==> src/fetch_pkg.sv <==
////////////////////////////////////////////////////////////////////////////
// Shared types and constants for the instruction fetch front end and its
// memory bus. Modules refer to these by scoped names.
////////////////////////////////////////////////////////////////////////////

package fetch_pkg;

  localparam int ADDR_BITS        = 64;
  localparam int LINE_OFFSET_BITS = 3;   // 8-byte lines
  localparam int ICACHE_IDX_BITS  = 7;   // 128 lines by default

  typedef logic [ADDR_BITS-1:0] addr_t;
  typedef logic [31:0]          inst_t;
  typedef logic [63:0]          line_t;

  // Zero tag means refused on a response, no reply on a return
  typedef logic [3:0] mem_tag_t;

  typedef enum logic [1:0] {
    BUS_NONE  = 2'h0,
    BUS_LOAD  = 2'h1,
    BUS_STORE = 2'h2
  } bus_cmd_e;

  // Request to the single memory bus
  typedef struct packed {
    bus_cmd_e command;
    addr_t    addr;
    line_t    data;   // Store data, ignored on loads
  } mem_req_t;

  // IF/ID packet handed to decode
  typedef struct packed {
    addr_t npc;
    inst_t ir;
    logic  valid;
  } fetch_pkt_t;

  // Alpha style no-op for empty pipeline slots
  localparam inst_t NOOP_INST = 32'h47ff_041f;

endpackage

==> src/fetch_bus_ctrl.sv <==
////////////////////////////////////////////////////////////////////////////
// Instruction cache controller. Looks up the fetch address, requests the
// line from memory on a miss and fills it when the tagged reply returns.
// Shares the memory bus with the data port, which always has priority.
////////////////////////////////////////////////////////////////////////////

module fetch_bus_ctrl #(
  parameter  int ICACHE_IDX_BITS = fetch_pkg::ICACHE_IDX_BITS,
  localparam int TAG_BITS        = fetch_pkg::ADDR_BITS - fetch_pkg::LINE_OFFSET_BITS
                                   - ICACHE_IDX_BITS
) (
  input  logic                       clock,
  input  logic                       rst_n,

  // Fetch side
  input  fetch_pkg::addr_t           fetch_addr,
  output fetch_pkg::line_t           line_data,
  output logic                       line_valid,

  // Cache arrays
  input  fetch_pkg::line_t           cache_rd_data,
  input  logic                       cache_rd_valid,
  output logic [ICACHE_IDX_BITS-1:0] cache_rd_idx,
  output logic [TAG_BITS-1:0]        cache_rd_tag,
  output logic                       cache_wr_en,
  output logic [ICACHE_IDX_BITS-1:0] cache_wr_idx,
  output logic [TAG_BITS-1:0]        cache_wr_tag,
  output fetch_pkg::line_t           cache_wr_data,

  // Data port and memory bus
  input  fetch_pkg::mem_req_t        data_req,
  input  fetch_pkg::mem_tag_t        mem2proc_response,
  input  fetch_pkg::mem_tag_t        mem2proc_tag,
  input  fetch_pkg::line_t           mem2proc_data,
  output fetch_pkg::mem_req_t        proc2mem_req,
  output fetch_pkg::mem_tag_t        data_response
);

  localparam int OFF = fetch_pkg::LINE_OFFSET_BITS;

  logic                       ctrl_live;      // Out of reset for at least a cycle
  logic                       miss_pending;   // One load in flight
  fetch_pkg::mem_tag_t        pend_tag;
  logic [ICACHE_IDX_BITS-1:0] fill_idx;
  logic [TAG_BITS-1:0]        fill_tag;
  logic                       data_active;
  logic                       miss_start;
  logic                       fill_hit;
  fetch_pkg::mem_tag_t        fetch_response;
  fetch_pkg::mem_req_t        fetch_req;

  ////////////////////////////////////////////////////////////////////////////
  // Lookup
  ////////////////////////////////////////////////////////////////////////////

  assign cache_rd_idx = fetch_addr[OFF +: ICACHE_IDX_BITS];
  assign cache_rd_tag = fetch_addr[fetch_pkg::ADDR_BITS-1 -: TAG_BITS];
  assign line_data    = cache_rd_data;
  assign line_valid   = cache_rd_valid;

  ////////////////////////////////////////////////////////////////////////////
  // Miss handling
  ////////////////////////////////////////////////////////////////////////////

  // New miss only once the previous fill has landed
  assign miss_start = ctrl_live && !cache_rd_valid && !miss_pending;
  assign fill_hit   = miss_pending && (mem2proc_tag == pend_tag);

  always_comb
  begin
    fetch_req.command = miss_start ? fetch_pkg::BUS_LOAD : fetch_pkg::BUS_NONE;
    fetch_req.addr    = {fetch_addr[fetch_pkg::ADDR_BITS-1:OFF], {OFF{1'b0}}};
    fetch_req.data    = '0;
  end

  always_ff @(posedge clock)
  begin
    if (!rst_n)
    begin
      ctrl_live    <= 1'b0;
      miss_pending <= 1'b0;
      pend_tag     <= '0;
    end
    else
    begin
      ctrl_live <= 1'b1;
      if (fill_hit)
        miss_pending <= 1'b0;
      else if (miss_start && fetch_response != '0)
      begin
        miss_pending <= 1'b1;
        pend_tag     <= fetch_response;
      end
    end
  end

  // Line address of the accepted miss, kept even if fetch moves on
  always_ff @(posedge clock)
  begin
    if (miss_start && fetch_response != '0)
    begin
      fill_idx <= cache_rd_idx;
      fill_tag <= cache_rd_tag;
    end
  end

  assign cache_wr_en   = fill_hit;
  assign cache_wr_idx  = fill_idx;
  assign cache_wr_tag  = fill_tag;
  assign cache_wr_data = mem2proc_data;

  ////////////////////////////////////////////////////////////////////////////
  // Bus sharing, data port first
  ////////////////////////////////////////////////////////////////////////////

  assign data_active    = (data_req.command != fetch_pkg::BUS_NONE);
  assign proc2mem_req   = data_active ? data_req : fetch_req;
  assign data_response  = data_active ? mem2proc_response : '0;
  assign fetch_response = data_active ? '0 : mem2proc_response;

  // A pending tag is never replaced before its reply returns
  a_single_miss: assert property (@(posedge clock) disable iff (!rst_n)
    (miss_pending && !fill_hit) |=> (miss_pending && $stable(pend_tag)));

  a_data_resp_idle: assert property (@(posedge clock) disable iff (!rst_n)
    (data_req.command == fetch_pkg::BUS_NONE) |-> (data_response == '0));

endmodule

==> config.mk <==
export PLATFORM = sky130hd
export DESIGN_NAME = fetch_bus_ctrl
export DESIGN_NICKNAME = d
export VERILOG_FILES = /design/src/fetch_pkg.sv /design/src/fetch_bus_ctrl.sv
export SDC_FILE = /design/constraint.sdc
export NUM_CORES = 1
export LEC_CHECK = 0
export ABC_CLOCK_PERIOD_IN_PS = 6850
export BUFFER_PORTS_ARGS = -buffer_cell sky130_fd_sc_hd__buf_4
export CAP_MARGIN = 20
export CORE_AREA = 2 2 283 285
export DETAILED_ROUTE_END_ITERATION = 12
export DIE_AREA = 0 0 285 287
export PLACE_DENSITY = 0.3
export SETUP_SLACK_MARGIN = 0.05
export SKIP_LAST_GASP = 1
export SYNTH_ARGS = -nofsm -noshare
export SYNTH_HDL_FRONTEND = slang
export SYNTH_SLANG_ARGS = --single-unit
==> constraint.sdc <==
create_clock -name clock -period 6.85 [get_ports clock]
set_input_delay 0.685 -clock clock [delete_from_list [all_inputs] [get_ports clock]]
set_output_delay 0.685 -clock clock [all_outputs]
set_load 0.005 [all_outputs]
# After elaboration in Yosys (flattened, before gate mapping)
# Index checks and enable logic that the tools add are counted.
# totals
regBits,67
elab_cells,23
# classes
eq_ne,1
muxes,5
bitwise_logic,2
reduce_logical,10
# op_table
op,n
130-bit 2-to-1 mux,1
4-bit 2-to-1 mux,2
4-bit equality test,1
1-bit logical AND,4
4-bit nonzero test,1
1-bit logical NOT,2
1-bit 2-to-1 mux,2
1-bit NOT,2
2-bit AND reduction,1
2-bit nonzero test,1
2-bit OR reduction,1

# Logic depth before layout (Yosys ltp)
# depth
word_depth,5
depth_mapped,4

# Worst setup path after synthesis
# OpenSTA, ideal clock, no wires.
# synth_path
kind,input to register
startpoint,in cache_rd_valid
endpoint,reg pend_tag[0]
arrival_time_ns,3.468
required_time_ns,6.622
slack_ns,3.154
path_stages,4
path_buffers,1
cell_sequence,or3b_1 > buf_2 > nor4_4 > o22ai_1
# synth_between
elab_chain_cells,5
# synth_rtl
element,line_no,source
"start, declared",fetch_bus_ctrl.sv:22,"input logic cache_rd_valid,"
1-bit logical NOT,fetch_bus_ctrl.sv:66,assign miss_start = ctrl_live && !cache_rd_valid && !miss_pending;
1-bit logical AND (2 in series),fetch_bus_ctrl.sv:66,
1-bit logical AND,fetch_bus_ctrl.sv:89,else if (miss_start && fetch_response != '0)
2-bit AND reduction (no line),--,
"end signal, assigned",fetch_bus_ctrl.sv:92,pend_tag <= fetch_response;
"end, declared",fetch_bus_ctrl.sv:43,fetch_pkg::mem_tag_t pend_tag;
# Every way passes these cells.
# A chain may end at the register's enable or synchronous reset.

==> impl_results.md <==
* GRT Util Overall at between 8 and 9%
* Fin crit period at ~3500 ps
* Number of flops mapped to enable cells by yosys at between 60 and 70
* Fin util at between 10% and 20%
* Initial antenna violation count at 11
* Synth area leaders: edfxtp_1, buf_4, mux2_2
* Largest net degree at the start of global routing at 74
* First-pass GRT wire length at between 40,000 and 50,000 µm
* DRC Markers at 0
* YS warnings at 0
* Tcrit/Tclk final at about half
* Yosys top cell by area: edfxtp_1
* Worst Tran Pin Value at between 900 and 1000 ps
* IO Port Bufs at 459
* Ys flop type: edfxtp_1
* Routed wire length at between 30,000 and 40,000 µm
* PwrDens at ~160 nW/µm²
* Most frequent cell after synthesis: buf_4
* Drt wl/cell at roughly 21 µm
* Worst Setup End Kind: output port
* WP data arrival at 2830 ps
* Status: finished clean
* Clock sinks at 67
* Synthesized area per cell at approximately 11 µm²
* CP peak stage delay at 810 ps
* Clock Latency Late Sink at 370 ps
* Hold Path Class: flop to flop
* RSZ-0062 raised after global routing: no
* Root buf cell: clkbuf_16
* Max-cap violations at 0
* Seq cells post-synth at 67
* Share of layout cells above drive strength 1 at between 70% and 80%
* Ys async rst share at 0%
* Worst hold path startpoint: miss_pending$_SDFFE_PP0P_
* GPL Wtd Cong at 0.8038
* I/O pin count at between 700 and 800
* Seq/Total Area, Yosys at 40.99%
* Die width at about 290 µm
* Num CTS Buffers at 9
* Vias in the first global route at around 4,300
* Slowest cell on the critical path: buf_4
* Worst EP required at 6160 ps
* Synth Cell Area at about 4800 µm²
* Initial core utilization at between 6 and 7%
* Antenna-violating nets left at 0
* Detail-routed via count per cell at 2.347
* Drt initial violations at 94
* WHS Endpoint: miss_pending$_SDFFE_PP0P_
* Leak at between 3 and 4 nW
* Via count at about 4,100
* Chip height at about 290 µm
* Critical Path, Cell by Cell: buf_4 > nor2_4 > buf_4 > mux2_2 > buf_4
* Post-Synthesis Cells at approximately 430
* Reg2Reg Setup Slack at 4480 ps
* Site row count at between 100 and 150
* Final Skew at between 15 and 20 ps
* Final Max Slew Viols at 0
* Startpoint types: input port
* Setup violations, final at 0
* Synthesized Nets at about 760
* Worst Path Class, Setup: input port to output port
* Router iterations before antenna repair at 4
* Placeable core region at 78,610 µm²
* Fmax at between 200 and 300 MHz
* Peak supply drop at roughly 0.11 mV
* Post-CTS Setup Inserts at 0
* RR Startpoint: miss_pending$_SDFFE_PP0P_
* Final hold viol count at 0
* R2R depth at 3
* Area share of the largest cell type after synthesis at about two fifths
* Hold_ws at ~460 ps
* Crit path top cell by count: buf_4
* GRT Residual Overflow at 0
* Netlist cell types at 20
* CP startpoint: data_req[128]
* Nets at a little over 1,000
* Area post-placement at around 8100 µm²
* Worst hold stages at 2
* Max_slew headroom at about a third
* Die area at between 80,000 and 90,000 µm²
* Dpl hpwl at 32,410 µm
* CTS clk-pin slew, worst paths at about 60 ps
* Layout area overhead at 75.41%
* Worst Path Buf+Inv at 3
* Cts hold-fix bufs at 0
* Final Cell Area at 8353 µm²
* Post-CTS sizing at 0
* CTS tree: done
* Largest delay share family, worst path: buffers and inverters
* H-tree levels at 3
* Synth cell count leaders: buf_4, nor2b_1, edfxtp_1
* CP Max Fanout at between 70 and 80
* Setup TNS at 0 ps
* CTS Buffer Depth at 2
* Critical register-to-register path endpoint: cache_wr_tag[1]$_DFFE_PP_
logic make-up (layout without fill, tap and decap cells):
group | Yosys count | count (layout) | share of synthesized area (%)
compound gates | 6 | 6 | 0.8671
xor+xnor | 4 | 4 | 0.7356
other cells | 0 | 2 | 0
buf+inv | 207 | 478 | 31.66
simple gates | 86 | 86 | 11.32
mux | 61 | 61 | 14.42
flops | 67 | 67 | 40.99
sequential cells by signal, summed over array words and instances, names as in the netlist:
| signal | count |
|---|---|
| pend_tag | 4 |
| cache_wr_tag | 54 |
| ctrl_live | 1 |
| cache_wr_idx | 7 |
| miss_pending | 1 |
metrics by stage:
| step | cells | power [W] | setup slack [ps] |
|---|---|---|---|
| finish | 1754 | 0.001314 | 3331 |
| global route | 1752 | 0.001392 | 3136 |
| floorplan | 431 | 0.0006354 | 3154 |
| global placement | 1736 | 0.0008417 | 3283 |
| detailed placement | 1736 | 0.0008417 | 3225 |
| CTS | 1752 | 0.001377 | 3223 |
layout make-up:
| type | instances | area, µm² |
|---|---|---|
| Antenna cell | 2 | 5.005 |
| Clock buffer | 9 | 225.2 |
| Clock inverter | 7 | 68.82 |
| Fill cell | 9124 | 70260 |
| Multi-Input combinational cell | 157 | 1308 |
| Sequential cell | 67 | 1952 |
| Tap cell | 1050 | 1314 |
| Timing Repair Buffer | 462 | 3481 |
power by group:
group / switching, W / total, W / internal, W
combinational: 0.000150 / 0.000357 / 0.000206
sequential: 0.00000219 / 0.000457 / 0.000454
clock: 0.000219 / 0.000500 / 0.000281
layout by cell type, fill, tap and decap left out, drive strengths merged, types with 2 or more instances in the layout:
| cell type | instances |
|---|---|
| nor2b | 71 |
| clkinv | 5 |
| xor2 | 4 |
| nand3 | 4 |
| diode | 2 |
| mux2 | 61 |
| buf | 462 |
| edfxtp | 61 |
| nand2 | 5 |
| dfxtp | 6 |
| clkbuf | 9 |
| nor4 | 3 |
| o22ai | 4 |
metal layers:
layer | global-route usage (%) | up-vias | share of wire, %
met5 | 0 | - | 0.16
li1 | - | 1780 | -
met3 | 4.849 | 89 | 13
met1 | 8.095 | 1853 | 34
met4 | 2.683 | 8 | 2.6
met2 | 14.95 | 387 | 50
tightest hold or removal path, cell delays in order, from the launching register on:
cell,delay [ps]
dfxtp_1,310
nand2_1,50
o2bb2ai_1,50
worst max-delay path by stage:
stage                                    end  slack [ps]  cells past startpoint
floorplan           pend_tag[0]$_SDFFE_PN0P_        3150                      4
global placement            proc2mem_req[93]        3280                      5
CTS                         proc2mem_req[93]        3220                      5
detailed placement          proc2mem_req[93]        3230                      5
global route                proc2mem_req[93]        3140                      5
finish                      proc2mem_req[81]        3330                      5
Power figures use the tool's default switching activity.
