### config.mk
export PLATFORM = sky130hd
export DESIGN_NAME = fetch_unit
export DESIGN_NICKNAME = d
export VERILOG_FILES = /design/src/fetch_pkg.sv /design/src/fetch_unit.sv
export SDC_FILE = /design/constraint.sdc
export NUM_CORES = 1
export LEC_CHECK = 0
export BUFFER_PORTS_ARGS = -buffer_cell sky130_fd_sc_hd__buf_4
export CORE_ASPECT_RATIO = 0.8
export CORE_MARGIN = 1.5
export CORE_UTILIZATION = 34
export CTS_BUF_LIST = sky130_fd_sc_hd__clkbuf_4
export CTS_CLUSTER_DIAMETER = 150
export DETAILED_ROUTE_END_ITERATION = 10
export GPL_ROUTABILITY_DRIVEN = 0
export PLACE_DENSITY_LB_ADDON = 0.1
export SYNTH_ARGS = -nofsm -noshare
export SYNTH_HDL_FRONTEND = slang
export SYNTH_SLANG_ARGS = --single-unit
### constraint.sdc
create_clock -name clock -period 3.15 [get_ports clock]
set_input_delay 0.63 -clock clock [delete_from_list [all_inputs] [get_ports clock]]
set_output_delay 0.63 -clock clock [all_outputs]
set_load 0.03 [all_outputs]
### src/fetch_pkg.sv
////////////////////////////////////////////////////////////////////////////
// Shared types and constants for the instruction fetch front end and its
// memory bus. Modules refer to these by scoped names.
////////////////////////////////////////////////////////////////////////////

package fetch_pkg;

  localparam int ADDR_BITS        = 64;
  localparam int LINE_OFFSET_BITS = 3;   // 8-byte lines
  localparam int ICACHE_IDX_BITS  = 7;   // 128 lines by default

  typedef logic [ADDR_BITS-1:0] addr_t;
  typedef logic [31:0]          inst_t;
  typedef logic [63:0]          line_t;

  // Zero tag means refused on a response, no reply on a return
  typedef logic [3:0] mem_tag_t;

  typedef enum logic [1:0] {
    BUS_NONE  = 2'h0,
    BUS_LOAD  = 2'h1,
    BUS_STORE = 2'h2
  } bus_cmd_e;

  // Request to the single memory bus
  typedef struct packed {
    bus_cmd_e command;
    addr_t    addr;
    line_t    data;   // Store data, ignored on loads
  } mem_req_t;

  // IF/ID packet handed to decode
  typedef struct packed {
    addr_t npc;
    inst_t ir;
    logic  valid;
  } fetch_pkt_t;

  // Alpha style no-op for empty pipeline slots
  localparam inst_t NOOP_INST = 32'h47ff_041f;

endpackage

### src/fetch_unit.sv
////////////////////////////////////////////////////////////////////////////
// Fetch stage. Holds the PC, picks the instruction word out of the cache
// line and loads the IF/ID register. Always predicts not taken.
////////////////////////////////////////////////////////////////////////////

module fetch_unit (
  input  logic                  clock,
  input  logic                  rst_n,

  // Mispredict recovery
  input  logic                  redirect,
  input  fetch_pkg::addr_t      redirect_pc,

  // Back-pressure from decode
  input  logic                  decode_stall,

  // Cache side
  input  fetch_pkg::line_t      line_data,
  input  logic                  line_valid,
  output fetch_pkg::addr_t      fetch_addr,

  output fetch_pkg::fetch_pkt_t if_id
);

  fetch_pkg::addr_t pc_q;
  fetch_pkg::addr_t pc_plus4;
  fetch_pkg::inst_t fetch_word;
  logic             advance;

  assign fetch_addr = pc_q;
  assign pc_plus4   = pc_q + 64'd4;

  // Bit 2 picks the upper word of the line
  assign fetch_word = pc_q[2] ? line_data[63:32] : line_data[31:0];
  assign advance    = line_valid && !decode_stall;

  ////////////////////////////////////////////////////////////////////////////
  // Program counter
  ////////////////////////////////////////////////////////////////////////////

  always_ff @(posedge clock)
  begin
    if (!rst_n)
      pc_q <= '0;
    else if (redirect)
      pc_q <= redirect_pc;      // Redirect beats stall
    else if (advance)
      pc_q <= pc_plus4;
  end

  ////////////////////////////////////////////////////////////////////////////
  // IF/ID register
  ////////////////////////////////////////////////////////////////////////////

  always_ff @(posedge clock)
  begin
    if (!rst_n || redirect)
    begin
      if_id.npc   <= '0;
      if_id.ir    <= fetch_pkg::NOOP_INST;
      if_id.valid <= 1'b0;
    end
    else if (!decode_stall)
    begin
      // Miss turns into a bubble
      if_id.npc   <= pc_plus4;
      if_id.ir    <= advance ? fetch_word : fetch_pkg::NOOP_INST;
      if_id.valid <= advance;
    end
  end

  // Redirect targets must keep the PC on a word boundary
  a_pc_aligned: assert property (@(posedge clock) disable iff (!rst_n)
    pc_q[1:0] == 2'b00);

endmodule

# Word level (Yosys, flattened, before mapping)

Cells that the tools add are included.

Register bits: 161
Word-level logic and storage cells: 14
Bits in writable memories: 0
Latch bits: 0
Memories kept: 0
Bits of input ports: 133
Output and inout port bits: 161
Bits in read-only memories: 0

Magnitude comparators: 0
Eq/ne operators: 0
Div/mod/pow operators: 0
Mux-type cells: 4
Bitwise operators: 0
Multipliers: 0
Add/sub/neg operators: 1
Reduce and logical (&&, ||, !) cells: 5
Shifts and indexed selects: 0

Operators with widths:

| operator                                       | count |
|---|---|
| 2-to-1 mux 64 bit                              | 2 |
| adder 64 x 3 -> 64 bit (second input constant) | 1 |
| 2-to-1 mux 32 bit                              | 2 |
| logical NOT 1 bit                              | 2 |
| nonzero test 2 bit                             | 1 |
| logical AND 1 bit                              | 1 |
| logical OR 1 bit                               | 1 |

# Longest topological paths before layout

Depth after elaboration: 4
Mapped depth: 9
Depth with buffers taken out: 6

# Worst setup path after synthesis

OpenSTA, ideal clock, no wires.

Kind: reg2reg
Start point: register pc_q[3], in the netlist fetch_addr[3]
End point: register if_id[87] (netlist name)
Path slack: 0.294 ns
Data required time: 3.076 ns
Period minus slack after synthesis: 2.856 ns
Setup time: 0.074 ns
Cell stages (with the launch flop): 8
Arrival: 2.782 ns
Buffers on the path: 1
Path through: dfxtp_1 ha_1 nand3_1 or4_4 or4_1 buf_2 or4_1 a31oi_1

Longest elaborated chain between the ends: 1

Ends and longest elaborated chain:

| item                     | RTL line         | text |
|---|---|---|
| start: declaration       | fetch_unit.sv:25 | `fetch_pkg::addr_t pc_q;` |
| start signal: assignment | fetch_unit.sv:46 | `pc_q <= redirect_pc;` |
| start signal: assignment | fetch_unit.sv:48 | `pc_q <= pc_plus4;` |
| adder 64 x 3 -> 64 bit   | fetch_unit.sv:31 | `assign pc_plus4 = pc_q + 64'd4;` |
| end: declaration         | fetch_unit.sv:22 | `output fetch_pkg::fetch_pkt_t if_id` |

No other way between the ends.
A chain may end at the register's enable or synchronous reset.

# Worst setup path in the final report

Start point: register pc_q[3], in the netlist fetch_addr[3]
End point: register pc_q[50], in the netlist fetch_addr[50]

Longest elaborated chain between the ends: 3

Ends and longest elaborated chain:

| item                   | RTL line         | text |
|---|---|---|
| adder 64 x 3 -> 64 bit | fetch_unit.sv:31 |  |
| 2-to-1 mux 64 bit      | fetch_unit.sv:47 | `else if (advance)` |
| 2-to-1 mux 64 bit      | fetch_unit.sv:45 | `else if (redirect)` |

No other way between the ends. The select of a mux whose other input is x is not followed.

==> results list <==
- The flow ran to the end, and the final reports show no timing, DRC or antenna violations.
- Met3 track demand over resource in global routing: 4.45%
- Number of sinks handled by clock tree synthesis: 161
- STA classifies the critical path endpoint as a flop.
- Cell count after synthesis: 1,035
* Number of standard-cell rows in the floorplan: 51
* Nature of the critical path startpoint: flop
* Setup repair after global routing missed its margin: false
- Cell variety after synth: 49
- Portion of synthesized cell area occupied by the leading cell type: 38.7%
* Avg Vias per Cell: 5.42
- In the global route stage, met1 resource usage came out at 36.1%.
- Core Area: 24,200 um2
- For the worst setup path, the data required time is 3680 ps.
- Detailed router's first-iteration violation count: 694
- Transition at the pin with the smallest max-transition slack: 675 ps
- Global routing used 33.5% of the available met2 tracks.
* Final worst path period need: 2890 ps
- DRC Markers: 0
- In the post-synthesis netlist, the cell with the most instances is sky130_fd_sc_hd__dfxtp_1.
- Worst path slowest cell: sky130_fd_sc_hd__or4_1
* Cell Count, Final, Fillers Out: 1,615
- Vert. Die Dim: 143 um
* Total Nets Final: 1,417
* Utilization after layout: 46.0%
* Hold WC Path Type: in2reg
- Final count of negative-setup-slack endpoints: 0
* Global route overflow: 0
- The H-tree was split into 4 levels.
* Wire length per cell: 19.4 um
- DP HPWL: 23,200 um
- The die covers 25,500 um2.
- Floorplan die width: 178 um
* Relative area change from synthesis to final layout: 33.4%
- Per report_power, the combinational group accounts for 20.7% of the total.
* Number of buffers inserted by port buffering: 293
* Cell count after placement: 1,582
- Number of endpoints with negative hold slack in the final report: 0
- Worst hold stages: 3
- Wire length of the first global-routing pass: 45,000 um
- Power Dens Cells: 395 nW/um2
* Power share of the clock group: 27.7%
- The number of cells on the worst reg-to-reg path is 7.
- Clock-pin slew reported for the worst setup and hold paths after clock tree synthesis: 160 ps
- The internal power of the cells totals 2.86 mW.
- The number of buffers and inverters on the critical path is 1.
- Highest-utilization routing layer at the global route stage: met1
- In this run the worst path has a maximum fanout of 16.
- Antenna violations before repair: 1
- Crit-path most repeated cell: sky130_fd_sc_hd__nand3_1
- CP Class: reg2reg
- Worst slew margin: 54.9%
- After synthesis, flip-flops and latches occupy 38.7% of the total area.
- In this run switching power makes up 34.8% of total power.
- Largest buffer count on any clock path: 2
- The number of pins with negative max-slew slack in the final report was 0.
- After synthesis, the cell types taking the most area are sky130_fd_sc_hd__dfxtp_1 (39%), sky130_fd_sc_hd__o21ai_0 (6.7%), sky130_fd_sc_hd__a21oi_1 (3.7%), sky130_fd_sc_hd__xor2_1 (3.6%), sky130_fd_sc_hd__nor2_1 (3.6%).
* First element of the critical path: fetch_addr[3]
* Most common library cells after synthesis: sky130_fd_sc_hd__dfxtp_1 (161), sky130_fd_sc_hd__o21ai_0 (111), sky130_fd_sc_hd__nor2_1 (79)
* Resized cells post-CTS: 0
* Stage delay of the slowest cell on the critical path: 680 ps
- For this configuration, the core starts out at a cell density of 34.5%.
- Before antenna repair, the detailed router went through 5 iterations.
- For this run, the top clock speed supported by timing is 346 MHz.
- Post-synthesis net count: 1,169
* TritonCTS Buffers: 17
* Insertion delay to the later sink of the worst-skew pair: 610 ps
* Post-CTS Setup Inserts: 0
- The startpoint identified for the worst register-to-register timing path is fetch_addr[3].
* Residual antenna-violating net count after detailed routing: 0
- Boundary Pins: 294
- Total via count after detailed routing: 8,752
- Number of register bits inferred by synthesis: 161
- The Yosys step of the flow raised 0 warnings.
* Syn Std Cell Area: 8330 um2
* Async set-reset flop share out of synthesis: 0%
- Number of buffers inserted for hold repair after clock tree synthesis: 0
- The biggest area contributor in the post-synthesis netlist is sky130_fd_sc_hd__dfxtp_1.
- Final setup skew: 32.7 ps
- Data arrival time of the critical path: 3420 ps
- Final total negative setup slack: 0 ps
- The worst hold path begins at redirect_pc[2].
- Routed wire length: 31,300 um
* Layout cells sized above 1: 30.4%
- For this design the static power due to leakage is 4.24 nW.
- The critical path crosses 7 cells after its start point.
* Most frequently used flop master after synthesis: sky130_fd_sc_hd__dfxtp_1
- In this run, synthesis inferred 0 flip-flops with an integrated enable.
* Largest net degree at the start of global routing: 74
* Worst path top cell family by delay: simple AND/OR/NAND/NOR gates
* Sequential cell fraction of total power: 51.6%
- Across every metal layer, demand over resource in global routing totals 23.5%.
* Number of violations of the max-capacitance limit: 0
* Critical-path cell list: ha_1 -> nand3_1 -> buf_4 -> nor4_1 -> nand3_1 -> or4_1 -> a31oi_1
* Vias in the first global route: 7,283
- IR analysis of the VDD net gives a maximum drop of 0.000205 V.
- The tree is rooted in a sky130_fd_sc_hd__clkbuf_4.
- Period utilisation layout: 91.7%
- Each instance of the synthesized netlist takes up on average 8.05 um2.
- CTS tree: built
- Switching Power: 1.53 mW
-- per-layer routing --
layer	wire, um	vias up
li1	-	4342
met1	15300	4054
met2	13200	340
met3	2490	16
met4	291	0
met5	0	-
-- stage by stage --
stage,instance area (um2),power (mW),hold slack (ps),setup slack [ps]
floorplan,8330,2.79,484,294
global placement,10900,3.22,453,356
detailed placement,10900,3.22,454,306
CTS,11100,4.43,210,282
global route,11100,4.58,216,71.4
finish,11100,4.39,252,261
-- cell type report --
class                   instances  area (um2)
fillers                      2465       13100
flip-flops and latches        161        3220
clock buffers                  18         135
well taps                     318         398
diodes                          1        2.50
repair buffers                331        2520
clock inverters                14         128
inverters                       6        23.8
multi-input cells             766        4690
-- path summary, 6_finish.rpt --
path | endpoint | slack [ps]
worst max-delay path | fetch_addr[50] | 260
worst min-delay path | fetch_addr[2] | 250
worst max register to register | fetch_addr[50] | 260
worst min register to register | if_id[37] | 470
-- power by group through the flow --
stage                     registers [mW]  logic, mW  clock network, mW
after floorplan                     2.43      0.354                  0
after global placement              2.31      0.911                  0
after detailed placement            2.31      0.912                  0
after CTS                           2.26      0.915               1.25
after global routing                2.28      0.975               1.32
final                               2.27      0.909               1.21
-- cell usage in the layout (no fill, tap or decap), types with 4 or more instances in the layout --
cell type and n:
sky130_fd_sc_hd__inv_1 4, sky130_fd_sc_hd__o31ai_1 25, sky130_fd_sc_hd__nand2_1 68, sky130_fd_sc_hd__a31oi_1 45, sky130_fd_sc_hd__mux2i_1 29, sky130_fd_sc_hd__dfxtp_1 160, sky130_fd_sc_hd__nand2b_1 6, sky130_fd_sc_hd__clkbuf_4 18
sky130_fd_sc_hd__o311a_1 4, sky130_fd_sc_hd__nor3_1 32, sky130_fd_sc_hd__nand3_1 30, sky130_fd_sc_hd__a211oi_1 10, sky130_fd_sc_hd__mux2_2 18, sky130_fd_sc_hd__clkinv_4 5, sky130_fd_sc_hd__and3_1 8, sky130_fd_sc_hd__xor2_1 34
sky130_fd_sc_hd__or4_1 31, sky130_fd_sc_hd__nor2_1 79, sky130_fd_sc_hd__nand4b_1 5, sky130_fd_sc_hd__xnor2_1 27, sky130_fd_sc_hd__nand4_1 32, sky130_fd_sc_hd__nor4_1 20, sky130_fd_sc_hd__or2_2 6, sky130_fd_sc_hd__buf_4 328
sky130_fd_sc_hd__or3_1 29, sky130_fd_sc_hd__a311oi_1 4, sky130_fd_sc_hd__o22ai_1 18, sky130_fd_sc_hd__o21ai_0 111, sky130_fd_sc_hd__a21oi_1 62, sky130_fd_sc_hd__and4_1 8
-- cells by family (layout without fill, tap and decap cells) --
kind of cell	count (synthesis)	count (layout)	synth area share (%)
AO/OA/AOI/OAI	291	291	20.4
XOR/XNOR	61	61	6.41
other	0	1	0
multiplexers	47	47	5.91
flip-flops	161	161	38.7
buffers and inverters	108	369	5.21
AND/OR/NAND/NOR	366	366	23.2
adder cells (fa/ha/maj)	1	1	0.150
-- sequential cells by signal (all words and copies together), names as in the netlist --
signal and count:
fetch_addr 64, if_id 97
-- worst min-delay path: cells and delay by family --
family          cells  cell delay [ps]
buf+inv             1               80
compound gates      1               50
simple gates        1               70
(Power assumes the default switching activity.)
